<file path="config.mk">
export PLATFORM = sky130hd
export DESIGN_NAME = asic_top
export DESIGN_NICKNAME = d
export VERILOG_FILES = /design/src/source/soc_pkg.sv /design/src/source/asic_top.sv /design/src/source/uart_tx.sv /design/src/source/gpio_ctrl.sv /design/src/source/cmd_decoder.sv /design/src/source/uart_rx.sv /design/src/source/prci_reset.sv /design/src/source/pad_ring.sv
export SDC_FILE = /design/constraint.sdc
export NUM_CORES = 1
export LEC_CHECK = 0
export ABC_AREA = 1
export CAP_MARGIN = 0
export CORE_MARGIN = 4
export CORE_UTILIZATION = 34
export CTS_BUF_LIST = sky130_fd_sc_hd__clkbuf_16
export DETAILED_ROUTE_END_ITERATION = 7
export DONT_BUFFER_PORTS = 1
export GPL_TIMING_DRIVEN = 0
export HOLD_SLACK_MARGIN = 0.08
export SYNTH_ARGS = -nofsm -noshare
export SYNTH_HDL_FRONTEND = slang
export SYNTH_HIERARCHICAL = 1
export SYNTH_SLANG_ARGS = --single-unit
</file>
<file path="constraint.sdc">
create_clock -name i_clk -period 1.3 [get_ports i_clk]
set_input_delay 0.195 -clock i_clk [delete_from_list [all_inputs] [get_ports i_clk]]
set_output_delay 0.195 -clock i_clk [all_outputs]
set_load 0.02 [all_outputs]
</file>
<file path="src/source/soc_pkg.sv">
// ================================================
// SoC shared definitions
// UART timing, GPIO widths, command codes and the
// command byte layout used across the subsystem
// ================================================
`default_nettype none

package soc_pkg;

  // UART bit timing, kept short for simulation
  localparam int CLKS_PER_BIT = 8;
  localparam int TMR_W = $clog2(CLKS_PER_BIT);
  localparam logic [TMR_W-1:0] TMR_LAST = TMR_W'(CLKS_PER_BIT - 1);
  localparam logic [TMR_W-1:0] TMR_HALF = TMR_W'(CLKS_PER_BIT / 2 - 1);

  // Receiver FSM state codes
  localparam logic [1:0] RX_IDLE = 2'd0;
  localparam logic [1:0] RX_START = 2'd1;
  localparam logic [1:0] RX_DATA = 2'd2;
  localparam logic [1:0] RX_STOP = 2'd3;

  // GPIO pins: [11:4] LEDs, [3:0] DIP switches
  localparam int GPIO_W = 12;
  localparam int LED_W = 8;
  localparam int DIP_W = 4;

  // Reset stretch after the external reset falls
  localparam int RESET_HOLD = 16;
  localparam int RST_CNT_W = $clog2(RESET_HOLD + 1);
  localparam logic [RST_CNT_W-1:0] RST_CNT_LOAD = RST_CNT_W'(RESET_HOLD);

  // Command opcodes
  localparam logic [1:0] OP_ECHO = 2'd0;
  localparam logic [1:0] OP_WRITE = 2'd1;
  localparam logic [1:0] OP_READ = 2'd2;
  localparam logic [1:0] OP_RSVD = 2'd3;

  // Register bank codes
  localparam logic [1:0] BANK_LED_LO = 2'd0;
  localparam logic [1:0] BANK_LED_HI = 2'd1;
  localparam logic [1:0] BANK_DIR_LO = 2'd2;
  localparam logic [1:0] BANK_DIR_HI = 2'd3;

  // Reply to any rejected command
  localparam logic [7:0] REPLY_ERR = 8'hEE;

  // One command byte, seen raw or split into fields
  typedef union packed {
    logic [7:0] raw;
    struct packed {
      logic [1:0] op;
      logic [1:0] bank;
      logic [3:0] value;
    } fields;
  } cmd_byte_u;

endpackage

`default_nettype wire
</file>
<file path="src/source/asic_top.sv">
// ================================================
// Chip top
// UART1 command port driving the LED and DIP
// switch GPIO block
// ================================================
`timescale 1ns/1ps
`default_nettype none

module asic_top (
  input  logic                       i_clk,
  // External reset, active high
  input  logic                       i_reset,
  // GPIO: [11:4] LEDs, [3:0] DIP switches
  input  logic [soc_pkg::GPIO_W-1:0] i_gpio,
  output logic [soc_pkg::GPIO_W-1:0] o_gpio,
  output logic [soc_pkg::GPIO_W-1:0] o_gpio_dir,
  // UART1
  input  logic                       i_uart1_rd,
  output logic                       o_uart1_td
);

  import soc_pkg::*;

  logic             w_sys_reset;
  logic             ib_uart1_rd;
  logic [DIP_W-1:0] ib_dip;

  // Receiver to decoder
  logic             w_byte_valid;
  logic [7:0]       w_byte;
  logic             w_frame_err;

  // Decoder to GPIO stage
  logic             w_echo;
  logic             w_wr;
  logic             w_rd;
  logic             w_err;
  logic [1:0]       w_bank;
  logic [3:0]       w_value;
  logic [7:0]       w_raw;

  // GPIO stage to transmitter
  logic             w_reply_valid;
  logic [7:0]       w_reply;

  // Only the DIP pins are read back
  pad_ring pad0 (
    .i_clk         (i_clk),
    .i_reset       (w_sys_reset),
    .i_uart_rd     (i_uart1_rd),
    .i_dip         (i_gpio[DIP_W-1:0]),
    .o_uart_rd_sync(ib_uart1_rd),
    .o_dip_sync    (ib_dip)
  );

  prci_reset prci0 (
    .i_clk      (i_clk),
    .i_reset    (i_reset),
    .o_sys_reset(w_sys_reset)
  );

  uart_rx rx0 (
    .i_clk       (i_clk),
    .i_reset     (w_sys_reset),
    .i_rd        (ib_uart1_rd),
    .o_byte_valid(w_byte_valid),
    .o_byte      (w_byte),
    .o_frame_err (w_frame_err)
  );

  cmd_decoder dec0 (
    .i_clk       (i_clk),
    .i_reset     (w_sys_reset),
    .i_byte_valid(w_byte_valid),
    .i_byte      (w_byte),
    .i_frame_err (w_frame_err),
    .o_echo      (w_echo),
    .o_wr        (w_wr),
    .o_rd        (w_rd),
    .o_err       (w_err),
    .o_bank      (w_bank),
    .o_value     (w_value),
    .o_raw       (w_raw)
  );

  gpio_ctrl gpio0 (
    .i_clk        (i_clk),
    .i_reset      (w_sys_reset),
    .i_echo       (w_echo),
    .i_wr         (w_wr),
    .i_rd         (w_rd),
    .i_err        (w_err),
    .i_bank       (w_bank),
    .i_value      (w_value),
    .i_raw        (w_raw),
    .i_dip        (ib_dip),
    .o_gpio       (o_gpio),
    .o_gpio_dir   (o_gpio_dir),
    .o_reply_valid(w_reply_valid),
    .o_reply      (w_reply)
  );

  uart_tx tx0 (
    .i_clk  (i_clk),
    .i_reset(w_sys_reset),
    .i_valid(w_reply_valid),
    .i_data (w_reply),
    .o_td   (o_uart1_td)
  );

endmodule

`default_nettype wire

</file>
<file path="src/source/uart_tx.sv">
// ================================================
// UART 8N1 transmitter
// Sends the reply byte LSB first framed by one
// start and one stop bit
// ================================================
`timescale 1ns/1ps
`default_nettype none

module uart_tx (
  input  logic       i_clk,
  input  logic       i_reset,
  input  logic       i_valid,
  input  logic [7:0] i_data,
  output logic       o_td
);

  import soc_pkg::*;

  logic             busy;
  logic [TMR_W-1:0] tmr;
  // Bit slot now on the line, 0 is start and 9 is stop
  logic [3:0]       bit_cnt;
  // Data bits still to send followed by the stop bit
  logic [8:0]       shift;
  logic             load;
  logic             bit_end;

  // New bytes are ignored while a frame is in flight
  assign load    = i_valid && !busy;
  assign bit_end = busy && (tmr == TMR_LAST);

  always_ff @(posedge i_clk) begin
    if (i_reset) begin
      busy    <= 1'b0;
      tmr     <= '0;
      bit_cnt <= '0;
      o_td    <= 1'b1;
    end else if (load) begin
      // Start bit goes out the cycle after the strobe
      busy    <= 1'b1;
      tmr     <= '0;
      bit_cnt <= '0;
      o_td    <= 1'b0;
    end else if (bit_end) begin
      tmr <= '0;
      if (bit_cnt == 4'd9) begin
        // Stop bit done, line stays high
        busy <= 1'b0;
      end else begin
        bit_cnt <= bit_cnt + 1'b1;
        o_td    <= shift[0];
      end
    end else if (busy) begin
      tmr <= tmr + 1'b1;
    end
  end

  always_ff @(posedge i_clk) begin
    if (load) begin
      shift <= {1'b1, i_data};
    end else if (bit_end) begin
      shift <= {1'b1, shift[8:1]};
    end
  end

endmodule

`default_nettype wire

</file>
<file path="src/source/gpio_ctrl.sv">
// ================================================
// GPIO register stage
// LED and direction registers with nibble writes,
// plus reply byte selection
// ================================================
`timescale 1ns/1ps
`default_nettype none

module gpio_ctrl (
  input  logic                       i_clk,
  input  logic                       i_reset,
  input  logic                       i_echo,
  input  logic                       i_wr,
  input  logic                       i_rd,
  input  logic                       i_err,
  input  logic [1:0]                 i_bank,
  input  logic [3:0]                 i_value,
  input  logic [7:0]                 i_raw,
  input  logic [soc_pkg::DIP_W-1:0]  i_dip,
  output logic [soc_pkg::GPIO_W-1:0] o_gpio,
  output logic [soc_pkg::GPIO_W-1:0] o_gpio_dir,
  output logic                       o_reply_valid,
  output logic [7:0]                 o_reply
);

  import soc_pkg::*;

  logic [LED_W-1:0] led_reg;
  logic [LED_W-1:0] dir_reg;
  logic [LED_W-1:0] led_next;
  logic [LED_W-1:0] dir_next;
  logic [7:0]       reply_next;

  // Nibble write by bank
  always_comb begin
    led_next = led_reg;
    dir_next = dir_reg;
    if (i_wr) begin
      case (i_bank)
        BANK_LED_LO: led_next[3:0] = i_value;
        BANK_LED_HI: led_next[7:4] = i_value;
        BANK_DIR_LO: dir_next[3:0] = i_value;
        default:     dir_next[7:4] = i_value;
      endcase
    end
  end

  // Reply selection, a write returns the updated register
  always_comb begin
    reply_next = REPLY_ERR;
    if (i_echo) begin
      reply_next = i_raw;
    end else if (i_wr) begin
      reply_next = i_bank[1] ? dir_next : led_next;
    end else if (i_rd) begin
      case (i_bank)
        2'd0:    reply_next = {{(LED_W - DIP_W){1'b0}}, i_dip};
        2'd1:    reply_next = led_reg;
        default: reply_next = dir_reg;
      endcase
    end
  end

  always_ff @(posedge i_clk) begin
    if (i_reset) begin
      led_reg       <= '0;
      dir_reg       <= '0;
      o_reply_valid <= 1'b0;
    end else begin
      led_reg       <= led_next;
      dir_reg       <= dir_next;
      o_reply_valid <= i_echo | i_wr | i_rd | i_err;
    end
  end

  always_ff @(posedge i_clk) begin
    o_reply <= reply_next;
  end

  // DIP pins stay inputs and drive nothing
  assign o_gpio     = {led_reg, {DIP_W{1'b0}}};
  assign o_gpio_dir = {dir_reg, {DIP_W{1'b0}}};

endmodule

`default_nettype wire

</file>
<file path="src/source/cmd_decoder.sv">
// ================================================
// Command decoder
// Splits each received byte into one-hot command
// strobes plus bank, value and raw byte
// ================================================
`timescale 1ns/1ps
`default_nettype none

module cmd_decoder (
  input  logic       i_clk,
  input  logic       i_reset,
  input  logic       i_byte_valid,
  input  logic [7:0] i_byte,
  input  logic       i_frame_err,
  output logic       o_echo,
  output logic       o_wr,
  output logic       o_rd,
  output logic       o_err,
  output logic [1:0] o_bank,
  output logic [3:0] o_value,
  output logic [7:0] o_raw
);

  import soc_pkg::*;

  cmd_byte_u cmd;
  logic      accept;

  assign cmd.raw = i_byte;
  // Bytes with a bad stop bit vanish here
  assign accept = i_byte_valid && !i_frame_err;

  // Strobes, at most one high per cycle
  always_ff @(posedge i_clk) begin
    if (i_reset) begin
      o_echo <= 1'b0;
      o_wr   <= 1'b0;
      o_rd   <= 1'b0;
      o_err  <= 1'b0;
    end else begin
      o_echo <= accept && (cmd.fields.op == OP_ECHO);
      o_wr   <= accept && (cmd.fields.op == OP_WRITE);
      // Read space has only DIP, LED and DIR banks
      o_rd   <= accept && (cmd.fields.op == OP_READ) &&
                (cmd.fields.bank != BANK_DIR_HI);
      o_err  <= accept && ((cmd.fields.op == OP_RSVD) ||
                ((cmd.fields.op == OP_READ) && (cmd.fields.bank == BANK_DIR_HI)));
    end
  end

  // Payload travels alongside the strobe
  always_ff @(posedge i_clk) begin
    if (accept) begin
      o_bank  <= cmd.fields.bank;
      o_value <= cmd.fields.value;
      o_raw   <= cmd.raw;
    end
  end

endmodule

`default_nettype wire

</file>
<file path="src/source/uart_rx.sv">
// ================================================
// UART 8N1 receiver
// Samples each bit at its midpoint and returns a
// byte strobe with a framing error flag
// ================================================
`timescale 1ns/1ps
`default_nettype none

module uart_rx (
  input  logic       i_clk,
  input  logic       i_reset,
  input  logic       i_rd,
  output logic       o_byte_valid,
  output logic [7:0] o_byte,
  output logic       o_frame_err
);

  import soc_pkg::*;

  logic [1:0]       state;
  logic [TMR_W-1:0] tmr;
  logic [2:0]       bit_idx;
  // Previous line level for edge detection
  logic             rd_q;

  always_ff @(posedge i_clk) begin
    if (i_reset) begin
      state        <= RX_IDLE;
      tmr          <= '0;
      bit_idx      <= '0;
      rd_q         <= 1'b1;
      o_byte_valid <= 1'b0;
      o_frame_err  <= 1'b0;
    end else begin
      rd_q         <= i_rd;
      o_byte_valid <= 1'b0;
      case (state)
        RX_IDLE: begin
          // Falling edge only, a line held low after a
          // bad stop bit does not restart the receiver
          if (rd_q && !i_rd) begin
            state <= RX_START;
            tmr   <= '0;
          end
        end
        RX_START: begin
          if (tmr == TMR_HALF) begin
            tmr     <= '0;
            bit_idx <= '0;
            // Glitch shorter than half a bit is a false start
            state   <= i_rd ? RX_IDLE : RX_DATA;
          end else begin
            tmr <= tmr + 1'b1;
          end
        end
        RX_DATA: begin
          if (tmr == TMR_LAST) begin
            tmr <= '0;
            if (bit_idx == 3'd7) begin
              state <= RX_STOP;
            end else begin
              bit_idx <= bit_idx + 1'b1;
            end
          end else begin
            tmr <= tmr + 1'b1;
          end
        end
        default: begin
          // Stop bit midpoint, flag it if the line is low
          if (tmr == TMR_LAST) begin
            o_byte_valid <= 1'b1;
            o_frame_err  <= ~i_rd;
            state        <= RX_IDLE;
          end else begin
            tmr <= tmr + 1'b1;
          end
        end
      endcase
    end
  end

  // Data shifts in LSB first, holds until next byte
  always_ff @(posedge i_clk) begin
    if (state == RX_DATA && tmr == TMR_LAST) begin
      o_byte <= {i_rd, o_byte[7:1]};
    end
  end

endmodule

`default_nettype wire

</file>
<file path="src/source/prci_reset.sv">
// ================================================
// Reset controller
// Holds the system reset for a fixed number of
// cycles after the external reset is released
// ================================================
`timescale 1ns/1ps
`default_nettype none

module prci_reset (
  input  logic i_clk,
  input  logic i_reset,
  output logic o_sys_reset
);

  import soc_pkg::*;

  // Cycles left before the system leaves reset
  logic [RST_CNT_W-1:0] hold_cnt;

  always_ff @(posedge i_clk) begin
    if (i_reset) begin
      // Reload while the external reset is asserted
      hold_cnt    <= RST_CNT_LOAD;
      o_sys_reset <= 1'b1;
    end else if (hold_cnt != '0) begin
      hold_cnt    <= hold_cnt - 1'b1;
      o_sys_reset <= 1'b1;
    end else begin
      // Single registered release edge for all stages
      o_sys_reset <= 1'b0;
    end
  end

endmodule

`default_nettype wire

</file>
<file path="src/source/pad_ring.sv">
// ================================================
// Input pad stage
// Two-flop synchronizers for the UART receive
// line and the DIP switch pins
// ================================================
`timescale 1ns/1ps
`default_nettype none

module pad_ring (
  input  logic                      i_clk,
  input  logic                      i_reset,
  // Asynchronous pins from the board
  input  logic                      i_uart_rd,
  input  logic [soc_pkg::DIP_W-1:0] i_dip,
  // Synchronized copies
  output logic                      o_uart_rd_sync,
  output logic [soc_pkg::DIP_W-1:0] o_dip_sync
);

  import soc_pkg::*;

  // First stage flops, may go metastable
  logic             rd_meta;
  logic [DIP_W-1:0] dip_meta;

  // Receive line chain, idles high
  always_ff @(posedge i_clk) begin
    if (i_reset) begin
      rd_meta        <= 1'b1;
      o_uart_rd_sync <= 1'b1;
    end else begin
      rd_meta        <= i_uart_rd;
      o_uart_rd_sync <= rd_meta;
    end
  end

  // DIP switch chain, cleared to all off
  always_ff @(posedge i_clk) begin
    if (i_reset) begin
      dip_meta   <= '0;
      o_dip_sync <= '0;
    end else begin
      dip_meta   <= i_dip;
      o_dip_sync <= dip_meta;
    end
  end

  // Switches are slow, so per-bit sync is enough
  // (no bus coherency needed across the 4 bits)

endmodule

`default_nettype wire

</file>
==> reports/metrics.yaml, run 1 <==
outcome:
  run_status: "finished with violations"
  violations: "setup timing"
pwr:
  leakage_nw: 2.24
  fin_total_pwr_mw: 6.20
  ir_drop_mv: 0.782
  powerDensity_nw_per_um2: 1170
cells_and_area:
  n_fill_cell: 1189
  final_cells: 735
  fin_nets: 588
  syn_to_final_growth_pct: 24.4
  multiInputGateArea_sq_um: 1960
  seqCellArea_sq_um: 2040
  antenna_cells: 0
  final_layout_size_suffix_gt1_share_pct: 26.6
detailed_routing:
  drt-pass1-iter-count: 4
  drt_iter0_markers: 180
  wl_per_cell_um: 12.1
  vias: 3315
  vias_per_cell: 4.51
  ant_nets: 0
  routed_wl_um: 8890
  drc_errors: 0
sta:
  finalHoldViolCount: 0
  period_share_pct: 107
  finalClockSkew_ps: 7.31
  fin_ws_ps: -97.3
  slew_violations: 0
  max_freq_ghz: 0.716
  period_needed_ps: 1400
  rsz0062_at_grt: "yes"
  setup_violations: 8
clock_tree:
  cts_tree: "yes"
  cts_htree_levels: 3
  clock_path_buffers: 2
  cts_root_buf: "clkbuf_16"
  clock_latency_ps: 340
  cts_buffers: 9
  path_clk_slew_ps: 70
  cts.sinks: 89
synth:
  avgSynthCellArea_sq_um: 8.15
  synthTopCellsByCount: "127 x nand2_1, 65 x dfxtp_1, 64 x inv_1, 64 x nor2_1, 46 x nand3_1"
  synth-edff-count: 24
  synthFlopType: "dfxtp_1"
  yosysMostFrequentCell: "nand2_1"
  synthArstFlopShare_pct: 0
  synth_cell_types: 40
  synth.area.top_cells: "dfxtp_1 30%, edfxtp_1 17%, nand2_1 11%"
  ys_seq_area_share_pct: 47.3
  synthCells: 524
  yosysTopAreaCell: "dfxtp_1"
  netlist.area_leader.share_pct: 30.5
  ys_ff_latch: 89
  yosys_warnings: 6
  netlist_area_sq_um: 4270
floorplan:
  start_util_pct: 35.1
  fp.dieH_um: 120
  core_sq_um: 12200
  die_w_um: 120
  placementRows: 40
  ios: 40
  die_area_sq_um: 14400
placement:
  gp_congestion: 0.888
  dpl.cell_count: 699
  port_buffers: 0
  dp_hpwl_um: 5940
critical_path:
  cp-start-kind: "flip-flop"
  critPathCaptureType: "flip-flop"
  critPathRequiredTime_ps: 1530
  crit_arrival_ps: 1630
  crit_fanout: 5
  critical_path_class: "reg2reg"
global_routing:
  grt_pass1_vias: 3192
  gr-usage-all-layers_pct: 12.3
  grt_pass1_wl_um: 14400
  grt_max_degree: 17
  antenna_found_initial: 0
  grt_overflow: 0
worst_hold_path:
  hp-class: "reg2reg"
flow_run:
  maxCapViolCount: 0
critical path, cell delays in order, from the launching register on:
cell and delay [ps]:
edfxtp_1 460, buf_6 160, clkbuf_16 150, a21oi_1 120, nand2_1 70, nand2_1 70
nand3_2 90, nor2_4 140, nor2_1 40
path summary, 6_finish.rpt:
| check | start | end | slack [ps] | cells after the start |
|---|---|---|---|---|
| setup reg to reg | dec0/o_raw[5]$_DFFE_PP_ | gpio0/o_reply[5]$_DFF_P_ | -100 | 8 |
| setup / recovery | dec0/o_raw[5]$_DFFE_PP_ | gpio0/o_reply[5]$_DFF_P_ | -100 | 8 |
| hold reg to reg | pad0/dip_meta[3]$_SDFF_PP0_ | pad0/o_dip_sync[3]$_SDFF_PP0_ | 400 | 2 |
| hold / removal | pad0/dip_meta[3]$_SDFF_PP0_ | pad0/o_dip_sync[3]$_SDFF_PP0_ | 400 | 2 |
cell usage in the layout (no fill, tap or decap), types with 3 or more instances in the layout:
| master | instances |
|---|---|
| nand4_1 | 5 |
| dfxtp_2 | 6 |
| ha_4 | 3 |
| nand3_1 | 33 |
| inv_1 | 62 |
| nor2_4 | 8 |
| a21oi_1 | 17 |
| inv_4 | 3 |
| nor2_1 | 60 |
| conb_1 | 8 |
| nand2_4 | 7 |
| nand3_4 | 4 |
| buf_12 | 6 |
| o21ai_0 | 4 |
| buf_6 | 5 |
| o21ai_2 | 4 |
| a21oi_2 | 8 |
| nand2_1 | 121 |
| inv_2 | 8 |
| dfxtp_1 | 57 |
| nand4_2 | 3 |
| ha_1 | 7 |
| clkbuf_16 | 11 |
| nor2_2 | 3 |
| nand2_2 | 12 |
| dlygate4sd3_1 | 6 |
| edfxtp_1 | 24 |
| nand3_2 | 17 |
| inv_6 | 3 |
| buf_4 | 22 |
final cells by class:
| class | count | area share (%) |
|---|---|---|
| Clock buffer | 9 | 4.24 |
| Multi-Input combinational cell | 340 | 37.0 |
| Buffer | 28 | 5.23 |
| Inverter | 75 | 5.67 |
| Tap cell | 168 | 3.96 |
| Timing Repair Buffer | 19 | 4.17 |
| Sequential cell | 89 | 38.3 |
| Clock inverter | 7 | 1.44 |
per-layer routing:
layer / share of wire (%) / vias up / track usage (%)
li1: - / 1711 / -
met5: 0 / - / 0
met3: 5.2 / 17 / 3.35
met2: 48 / 64 / 20.6
met1: 45 / 1523 / 15.3
met4: 1.8 / 0 / 4.44
cell families after synthesis:
family | count (synthesis) | share of synthesized area [%]
adder cells (fa/ha/maj) | 11 | 3.22
other | 1 | 0.0878
XOR/XNOR | 2 | 0.410
AND/OR/NAND/NOR | 281 | 31.3
buffers and inverters | 103 | 12.6
flip-flops | 89 | 47.3
AO/OA/AOI/OAI | 37 | 5.10
where the power goes:
part / total (mW) / internal [mW] / switching (mW)
combinational: 0.561 / 0.228 / 0.333
sequential: 3.01 / 2.92 / 0.0888
clock: 2.63 / 1.51 / 1.13
total: 6.20 / 4.66 / 1.55
what timing repair did:
item | CTS | global route
gates resized for setup | 25 | 47
hold buffers | 6 | 0
endpoints found under the setup margin | 42 | 43
hold endpoints to repair | 7 | 0
cloned | 1 | 2
pin swaps | 4 | 15
setup buffers | 6 | 5
metrics by stage:
step	area, sq um	util [%]	setup TNS [ps]	hold slack, ps	setup WS, ps
after detailed placement	4510	37.1	-6100	299	-399
final	5310	43.7	-340	403	-97.3
after global placement	4510	37.1	-5360	295	-383
after CTS	5030	41.3	-23.8	404	-7.56
after floorplan	4300	-	0	287	2.15
after global routing	5310	43.7	-1150	433	-167
(Power assumes the default switching activity.)
==> inputs of run 2 (changes only) <==
--- a/config.mk
+++ b/config.mk
@@ -7,6 +7,7 @@
 export LEC_CHECK = 0
 export ABC_AREA = 1
 export CAP_MARGIN = 0
+export CORE_ASPECT_RATIO = 1.75
 export CORE_MARGIN = 4
 export CORE_UTILIZATION = 34
 export CTS_BUF_LIST = sky130_fd_sc_hd__clkbuf_16
==> reports/metrics.yaml, run 2 (synthesis results as in run 1) <==
outcome:
  run_status: "finished with violations"
  violations: "setup timing"
detailed_routing:
  drt_iter0_markers: 89  # -51%
  vias_per_cell: 4.55  # +0.86%
  wl_per_cell_um: 12.3  # +1.8%
  vias: 3298  # -0.51%
  routed_wl_um: 8940  # +0.46%
  ant_nets: 0  # unchanged
  drt-pass1-iter-count: 4  # unchanged
  drc_errors: 0  # unchanged
sta:
  fin_ws_ps: -87.6  # +9.74 ps
  period_needed_ps: 1390  # -9.74 ps
  finalHoldViolCount: 0  # unchanged
  rsz0062_at_grt: "yes"
  max_freq_ghz: 0.721  # +0.70%
  slew_violations: 0  # unchanged
  period_share_pct: 107  # -0.75 points
  setup_violations: 8  # unchanged
  finalClockSkew_ps: 8.33  # +1.02 ps
placement:
  gp_congestion: 0.916  # +3.1%
  port_buffers: 0  # unchanged
  dp_hpwl_um: 6390  # +7.5%
  dp_slack_ps: -472  # -73.9 ps
cells_and_area:
  antenna_cells: 0  # unchanged
  final_common_cell: "nand2_1"
  mostFrequentLayoutCells: "121 x nand2_1, 63 x inv_1, 58 x dfxtp_1"
  fin_nets: 581  # -1.2%
  n_fill_cell: 1174  # -1.3%
  finish.utilization_pct: 43.5  # -0.16 points
  final_layout_size_suffix_gt1_share_pct: 27.1  # +0.51 points
  syn_to_final_growth_pct: 23.6
critical_path:
  critical_path_class: "reg2reg"
  critPathRequiredTime_ps: 1520  # about the same
  reg2reg_from: "dec0/o_raw[5]$_DFFE_PP_"
  crit_fanout: 7  # +2
  worstPathCellList: "buf_12 -> nor2_8 -> nand3_1 -> nand3_1 -> nand2_1 -> nor2_2 -> nor2_2"
  crit_arrival_ps: 1610  # -20 ps
  slowest_stage: "edfxtp_1"
  critPathCaptureType: "flip-flop"
  cp-startpoint: "dec0/o_raw[5]$_DFFE_PP_"
  cp-start-kind: "flip-flop"
  max_stage_delay_ps: 450  # about the same
global_routing:
  grt_max_degree: 17  # unchanged
  antenna_found_initial: 0  # unchanged
  grt_pass1_wl_um: 15100  # +4.7%
  grt_pass1_vias: 3318  # +3.9%
  gr-usage-all-layers_pct: 13.0  # +0.70 points
  grt_overflow: 0  # unchanged
clock_tree:
  clock_path_buffers: 2  # unchanged
  cts_root_buf: "clkbuf_16"
  cts_htree_levels: 3  # unchanged
  cts_tree: "yes"
  cts_buffers: 9  # unchanged
  clock_latency_ps: 340  # about the same
  cts.sinks: 89  # unchanged
  path_clk_slew_ps: 70  # about the same
floorplan:
  core_sq_um: 12100  # -0.22%
  fp.dieH_um: 156  # +30%
  ios: 40  # unchanged
  start_util_pct: 35.2  # +0.076 points
  die_area_sq_um: 14500  # +0.49%
  placementRows: 53  # +33%
  die_w_um: 92.7  # -23%
pwr:
  switchingPower_mw: 1.53  # -0.90%
  leakage_nw: 2.23  # -0.34%
  intPower_mw: 4.97  # +6.7%
  clock_power_share_pct: 44.9  # +2.4 points
  p_seq_share_pct: 46.3  # -2.2 points
  p_sw_share_pct: 23.6  # -1.4 points
  ir_drop_mv: 0.608  # -22%
  pwr-share-comb_pct: 8.8  # -0.2 points
  powerDensity_nw_per_um2: 1230  # +5.4%
worst_hold_path:
  min_from: "pad0/dip_meta[0]$_SDFF_PP0_"
  hp-class: "reg2reg"
flow_run:
  maxCapViolCount: 0  # unchanged
==> run 2: cell count changes in the layout (fill, tap and decap cells not counted), sizes merged <==
cell | previous run | this run
buf | 35 | 29
bufinv | 1 | 2
clkinv | 2 | 1
clkinvlp | 2 | 1
==> run 2: layout make-up <==
cell class / instances / area [sq um] / area share, %
Clock inverter: 6 / 93.8 / 1.78
Inverter: 75 / 302 / 5.71
Clock buffer: 10 / 250 / 4.74
Sequential cell: 89 / 2040 / 38.5
Buffer: 28 / 280 / 5.31
Tap cell: 165 / 206 / 3.91
Multi-Input combinational cell: 340 / 1990 / 37.6
Timing Repair Buffer: 12 / 126 / 2.39
==> run 2: routing by layer <==
metal	routed length, um	global-route usage, %	up-vias
met5	0	0	-
met1	3400	13.7	1479
met2	4780	23.3	90
met4	352	7.90	0
met3	402	3.08	32
li1	-	-	1697
==> run 2: power groups by stage <==
| stage | Clock (mW) | Sequential [mW] | Combinational (mW) |
|---|---|---|---|
| after floorplan | 0 | 3.05 | 0.465 |
| after global placement | 0 | 3.07 | 0.527 |
| after detailed placement | 0 | 3.07 | 0.548 |
| after CTS | 3.01 | 3.01 | 0.566 |
| after global routing | 3.12 | 3.02 | 0.664 |
| final | 2.92 | 3.01 | 0.573 |
==> run 2: repair_timing <==
| action | 4_1_cts | 5_1_grt |
|---|---|---|
| endpoints found under the setup margin | 52 | 40 |
| setup buffers | 4 | 1 |
| gates cloned | 2 | 1 |
| pin swaps | 13 | 15 |
| resized for setup | 44 | 37 |
| hold endpoints to repair | 7 | 0 |
| hold buffers | 6 | 0 |
==> run 2: per-stage QoR <==
step / hold WS, ps / setup TNS, ps / power (mW) / cells / instance area, sq um
6_report: 394 / -385 / 6.50 / 725 / 5280
5_1_grt: 417 / -970 / 6.81 / 725 / 5280
4_1_cts: 399 / -417 / 6.58 / 724 / 5130
3_5_place_dp: 301 / -7590 / 3.62 / 696 / 4510
3_3_place_gp: 301 / -6130 / 3.59 / 696 / 4510
2_1_floorplan: 287 / 0 / 3.52 / 531 / 4300
==> run 2: worst max-delay path: cells and delay by family, from the launching register on <==
family                 cells  cell delay (ps)
AND/OR/NAND/NOR            6              640
flip-flops                 1              450
buffers and inverters      1              190
==> run 2: path summary, 6_finish.rpt <==
check / to / slack [ps] / cells after the start
hold reg to reg: pad0/o_dip_sync[0]$_SDFF_PP0_ / 390 / 2
setup reg to reg: gpio0/o_reply[2]$_DFF_P_ / -90 / 7
setup / recovery: gpio0/o_reply[2]$_DFF_P_ / -90 / 7
hold / removal: pad0/o_dip_sync[0]$_SDFF_PP0_ / 390 / 2
==> inputs of run 3 (changes only) <==
--- a/config.mk
+++ b/config.mk
@@ -5,8 +5,9 @@
 export SDC_FILE = /design/constraint.sdc
 export NUM_CORES = 1
 export LEC_CHECK = 0
-export ABC_AREA = 1
 export CAP_MARGIN = 0
+export CELL_PAD_IN_SITES_DETAIL_PLACEMENT = 1
+export CELL_PAD_IN_SITES_GLOBAL_PLACEMENT = 2
 export CORE_ASPECT_RATIO = 1.75
 export CORE_MARGIN = 4
 export CORE_UTILIZATION = 34
@@ -15,6 +16,7 @@
 export DONT_BUFFER_PORTS = 1
 export GPL_TIMING_DRIVEN = 0
 export HOLD_SLACK_MARGIN = 0.08
+export PLACE_DENSITY_LB_ADDON = 0.1
 export SYNTH_ARGS = -nofsm -noshare
 export SYNTH_HDL_FRONTEND = slang
 export SYNTH_HIERARCHICAL = 1
==> reports/metrics.yaml, run 3 <==
synth:
  ys_ff_latch: 89  # unchanged
  synthFlopType: "dfxtp_1"
  synthXorXnorAreaFrac_pct: 0.215  # -0.20 points
  synthTopCellsByCount: "65 x dfxtp_1, 37 x nor2_1, 25 x mux2i_1"
  synth_mux_area_share_pct: 9.73  # +9.7 points
  synth-simple-area-share_pct: 17.2  # -14 points
  yosysTopAreaCell: "dfxtp_1"
  synth.area.top_cells: "dfxtp_1 32%, edfxtp_1 18%, mux2i_1 6.1%"
  synth_compound_area_share_pct: 12.0  # +6.9 points
  synth_cell_types: 70  # +75%
  ys_seq_area_share_pct: 49.6  # +2.3 points
  avgSynthCellArea_sq_um: 11.2  # +37%
  netlist_area_sq_um: 4080  # -4.6%
  netlist.area_leader.share_pct: 31.9  # +1.5 points
  yosysMostFrequentCell: "dfxtp_1"
  synth_top_family_by_area: "simple AND/OR/NAND/NOR gates"
  yosys_warnings: 6  # unchanged
  synth_fa_ha_area_share_pct: 3.38  # +0.16 points
  synthArstFlopShare_pct: 0  # unchanged
  synth-edff-count: 24  # unchanged
  synthCells: 364  # -31%
cells_and_area:
  final_common_cell: "dfxtp_1"
  mostFrequentLayoutCells: "52 x dfxtp_1, 35 x nor2_1, 34 x buf_4"
  final_cells: 556  # -23%
  final_layout_size_suffix_gt1_share_pct: 41.1  # +14 points
  fin_nets: 442  # -24%
  syn_to_final_growth_pct: 32.1
  antenna_cells: 0  # unchanged
global_routing:
  antenna_found_initial: 0  # unchanged
  grt_max_degree: 16  # -1
  gr-usage-all-layers_pct: 15.2  # +2.1 points
  grt_pass1_vias: 3023  # -8.9%
  grt_pass1_wl_um: 16500  # +9.3%
  grt_overflow: 0  # unchanged
floorplan:
  placementRows: 52  # -1.9%
  start_util_pct: 35.0  # -0.22 points
  die_area_sq_um: 13900  # -4.3%
  ios: 40  # unchanged
  die_w_um: 90.8  # -2.1%
  fp.dieH_um: 153  # -2.2%
  core_sq_um: 11600  # -4.0%
detailed_routing:
  drc_errors: 0  # unchanged
  drt-pass1-iter-count: 4  # unchanged
  vias_per_cell: 5.18  # +14%
  routed_wl_um: 10200  # +14%
  vias: 2881  # -13%
  drt_iter0_markers: 69  # -22%
  wl_per_cell_um: 18.3  # +48%
  ant_nets: 0  # unchanged
placement:
  gp_congestion: 0.743  # -19%
  dpl.cell_count: 506  # -27%
  port_buffers: 0  # unchanged
  dp_hpwl_um: 6570  # +2.7%
critical_path:
  cp-start-kind: "flip-flop"
  critPathRequiredTime_ps: 1520  # about the same
  crit_fanout: 8  # +1
  cp-startpoint: "dec0/o_raw[5]$_DFFE_PP_"
  max_stage_delay_ps: 420  # -30 ps
  slowest_stage: "edfxtp_1"
  critPathCaptureType: "flip-flop"
  crit_arrival_ps: 1710  # +100 ps
  rrSetupSlack_ps: -180  # -100 ps
  reg2reg_depth: 7  # unchanged
  worstPathCellList: "buf_6 -> buf_12 -> buf_4 -> nor3_4 -> buf_6 -> mux2i_1 -> nor2_1"
  critical_path_class: "reg2reg"
  reg2reg_from: "dec0/o_raw[5]$_DFFE_PP_"
  crit_path_frequent_cell: "buf_6"
  r2r_end: "gpio0/led_reg[3]$_SDFF_PP0_"
worst_hold_path:
  min_from: "pad0/rd_meta$_SDFF_PP1_"
  holdPathEnd: "pad0/o_uart_rd_sync$_SDFF_PP1_"
  hp-class: "reg2reg"
  hold_depth: 1  # -1
sta:
  slew_violations: 0  # unchanged
  finalHoldViolCount: 0  # unchanged
  finalClockSkew_ps: 8.40  # +0.0706 ps
  period_share_pct: 114  # +7.4 points
  finalSetupTns_ps: -2400  # -2020 ps
  setup_violations: 29  # +21
  period_needed_ps: 1480  # +96.0 ps
  fin_ws_ps: -184  # -96.0 ps
  max_freq_ghz: 0.674  # -6.5%
  rsz0062_at_grt: "yes"
clock_tree:
  path_clk_slew_ps: 60  # about the same
  cts_htree_levels: 3  # unchanged
  clock_latency_ps: 340  # about the same
  clock_path_buffers: 2  # unchanged
  cts_tree: "yes"
  cts.sinks: 89  # unchanged
  cts_root_buf: "clkbuf_16"
  cts_buffers: 9  # unchanged
flow_run:
  maxCapViolCount: 0  # unchanged
pwr:
  leakage_nw: 2.00  # -11%
  powerDensity_nw_per_um2: 1190  # -3.2%
  fin_total_pwr_mw: 6.42  # -1.3%
  ir_drop_mv: 0.715  # +18%
outcome:
  violations: "setup timing"
  run_status: "finished with violations"
run 3: cell count changes in the layout (fill, tap and decap cells not counted), sizes merged, moves of 7 or more:
cell and delta:
nand3 -53, nor2 -36, nand4 -7, inv -61, a21oi -13, mux2i +25
nand2b +10, nand2 -121, nor2b +13, buf +27, mux2 +13
run 3: per-stage QoR:
step           setup WS (ps)  hold slack [ps]  instance area, sq um  util (%)
2_1_floorplan           -111              292                  4130         -
3_5_place_dp            -659              302                  4300      36.9
3_3_place_gp            -659              299                  4300      36.9
4_1_cts                 -222              414                  5120      43.9
5_1_grt                 -265              420                  5390      46.2
6_report                -184              408                  5390      46.2
run 3: routing by layer:
metal / global-route usage [%] / up-vias / share of wire (%)
met5: 0 / - / 0
met4: 5.70 / 0 / 2.1
met3: 3.39 / 15 / 2.6
met2: 28.1 / 30 / 55
met1: 16.5 / 1434 / 41
li1: - / 1402 / -
run 3: what timing repair did:
item,CTS,global route
endpoints found under the hold margin,7,0
cloned,2,1
setup endpoints to repair,64,51
pin swaps,28,27
buffers inserted,17,11
gates resized for setup,64,43
hold buffers,6,0
run 3: cells by family after synthesis:
family,Yosys count
muxes,38
buffers and inverters,46
AOI/OAI and AO/OA,67
other,1
adders and majority gates,11
and+or+nand+nor,111
xor gates and xnor gates,1
DFF,89
run 3: worst max-delay path by stage:
stage,to,slack (ps),cells past startpoint
2_1_floorplan,tx0/bit_cnt[2]$_SDFFE_PP0P_,-110,5
5_1_grt,gpio0/o_reply[6]$_DFF_P_,-260,6
4_1_cts,gpio0/o_reply[2]$_DFF_P_,-220,7
3_3_place_gp,gpio0/o_reply_valid$_SDFF_PP0_,-660,3
3_5_place_dp,gpio0/o_reply_valid$_SDFF_PP0_,-660,3
6_report,gpio0/led_reg[3]$_SDFF_PP0_,-180,7
run 3: worst max-delay path, delay by kind of cell, from the launching register on:
family	cells	cell delay [ps]
and+or+nand+nor	2	200
DFF	1	420
buffers and inverters	4	570
muxes	1	180
run 3: cell type report:
| cell class | count | area (sq um) |
|---|---|---|
| clock inverters | 5 | 52.6 |
| clock buffers | 11 | 275 |
| fillers | 1256 | 6260 |
| flip-flops and latches | 89 | 2060 |
| repair buffers | 35 | 335 |
| multi-input cells | 238 | 2170 |
| plain buffers | 31 | 274 |
| inverters | 12 | 50.0 |
| well taps | 135 | 169 |
run 3: where the power goes:
group          switching [mW]  internal, mW
logic                   0.250         0.334
registers               0.130          2.92
clock network            1.07          1.72
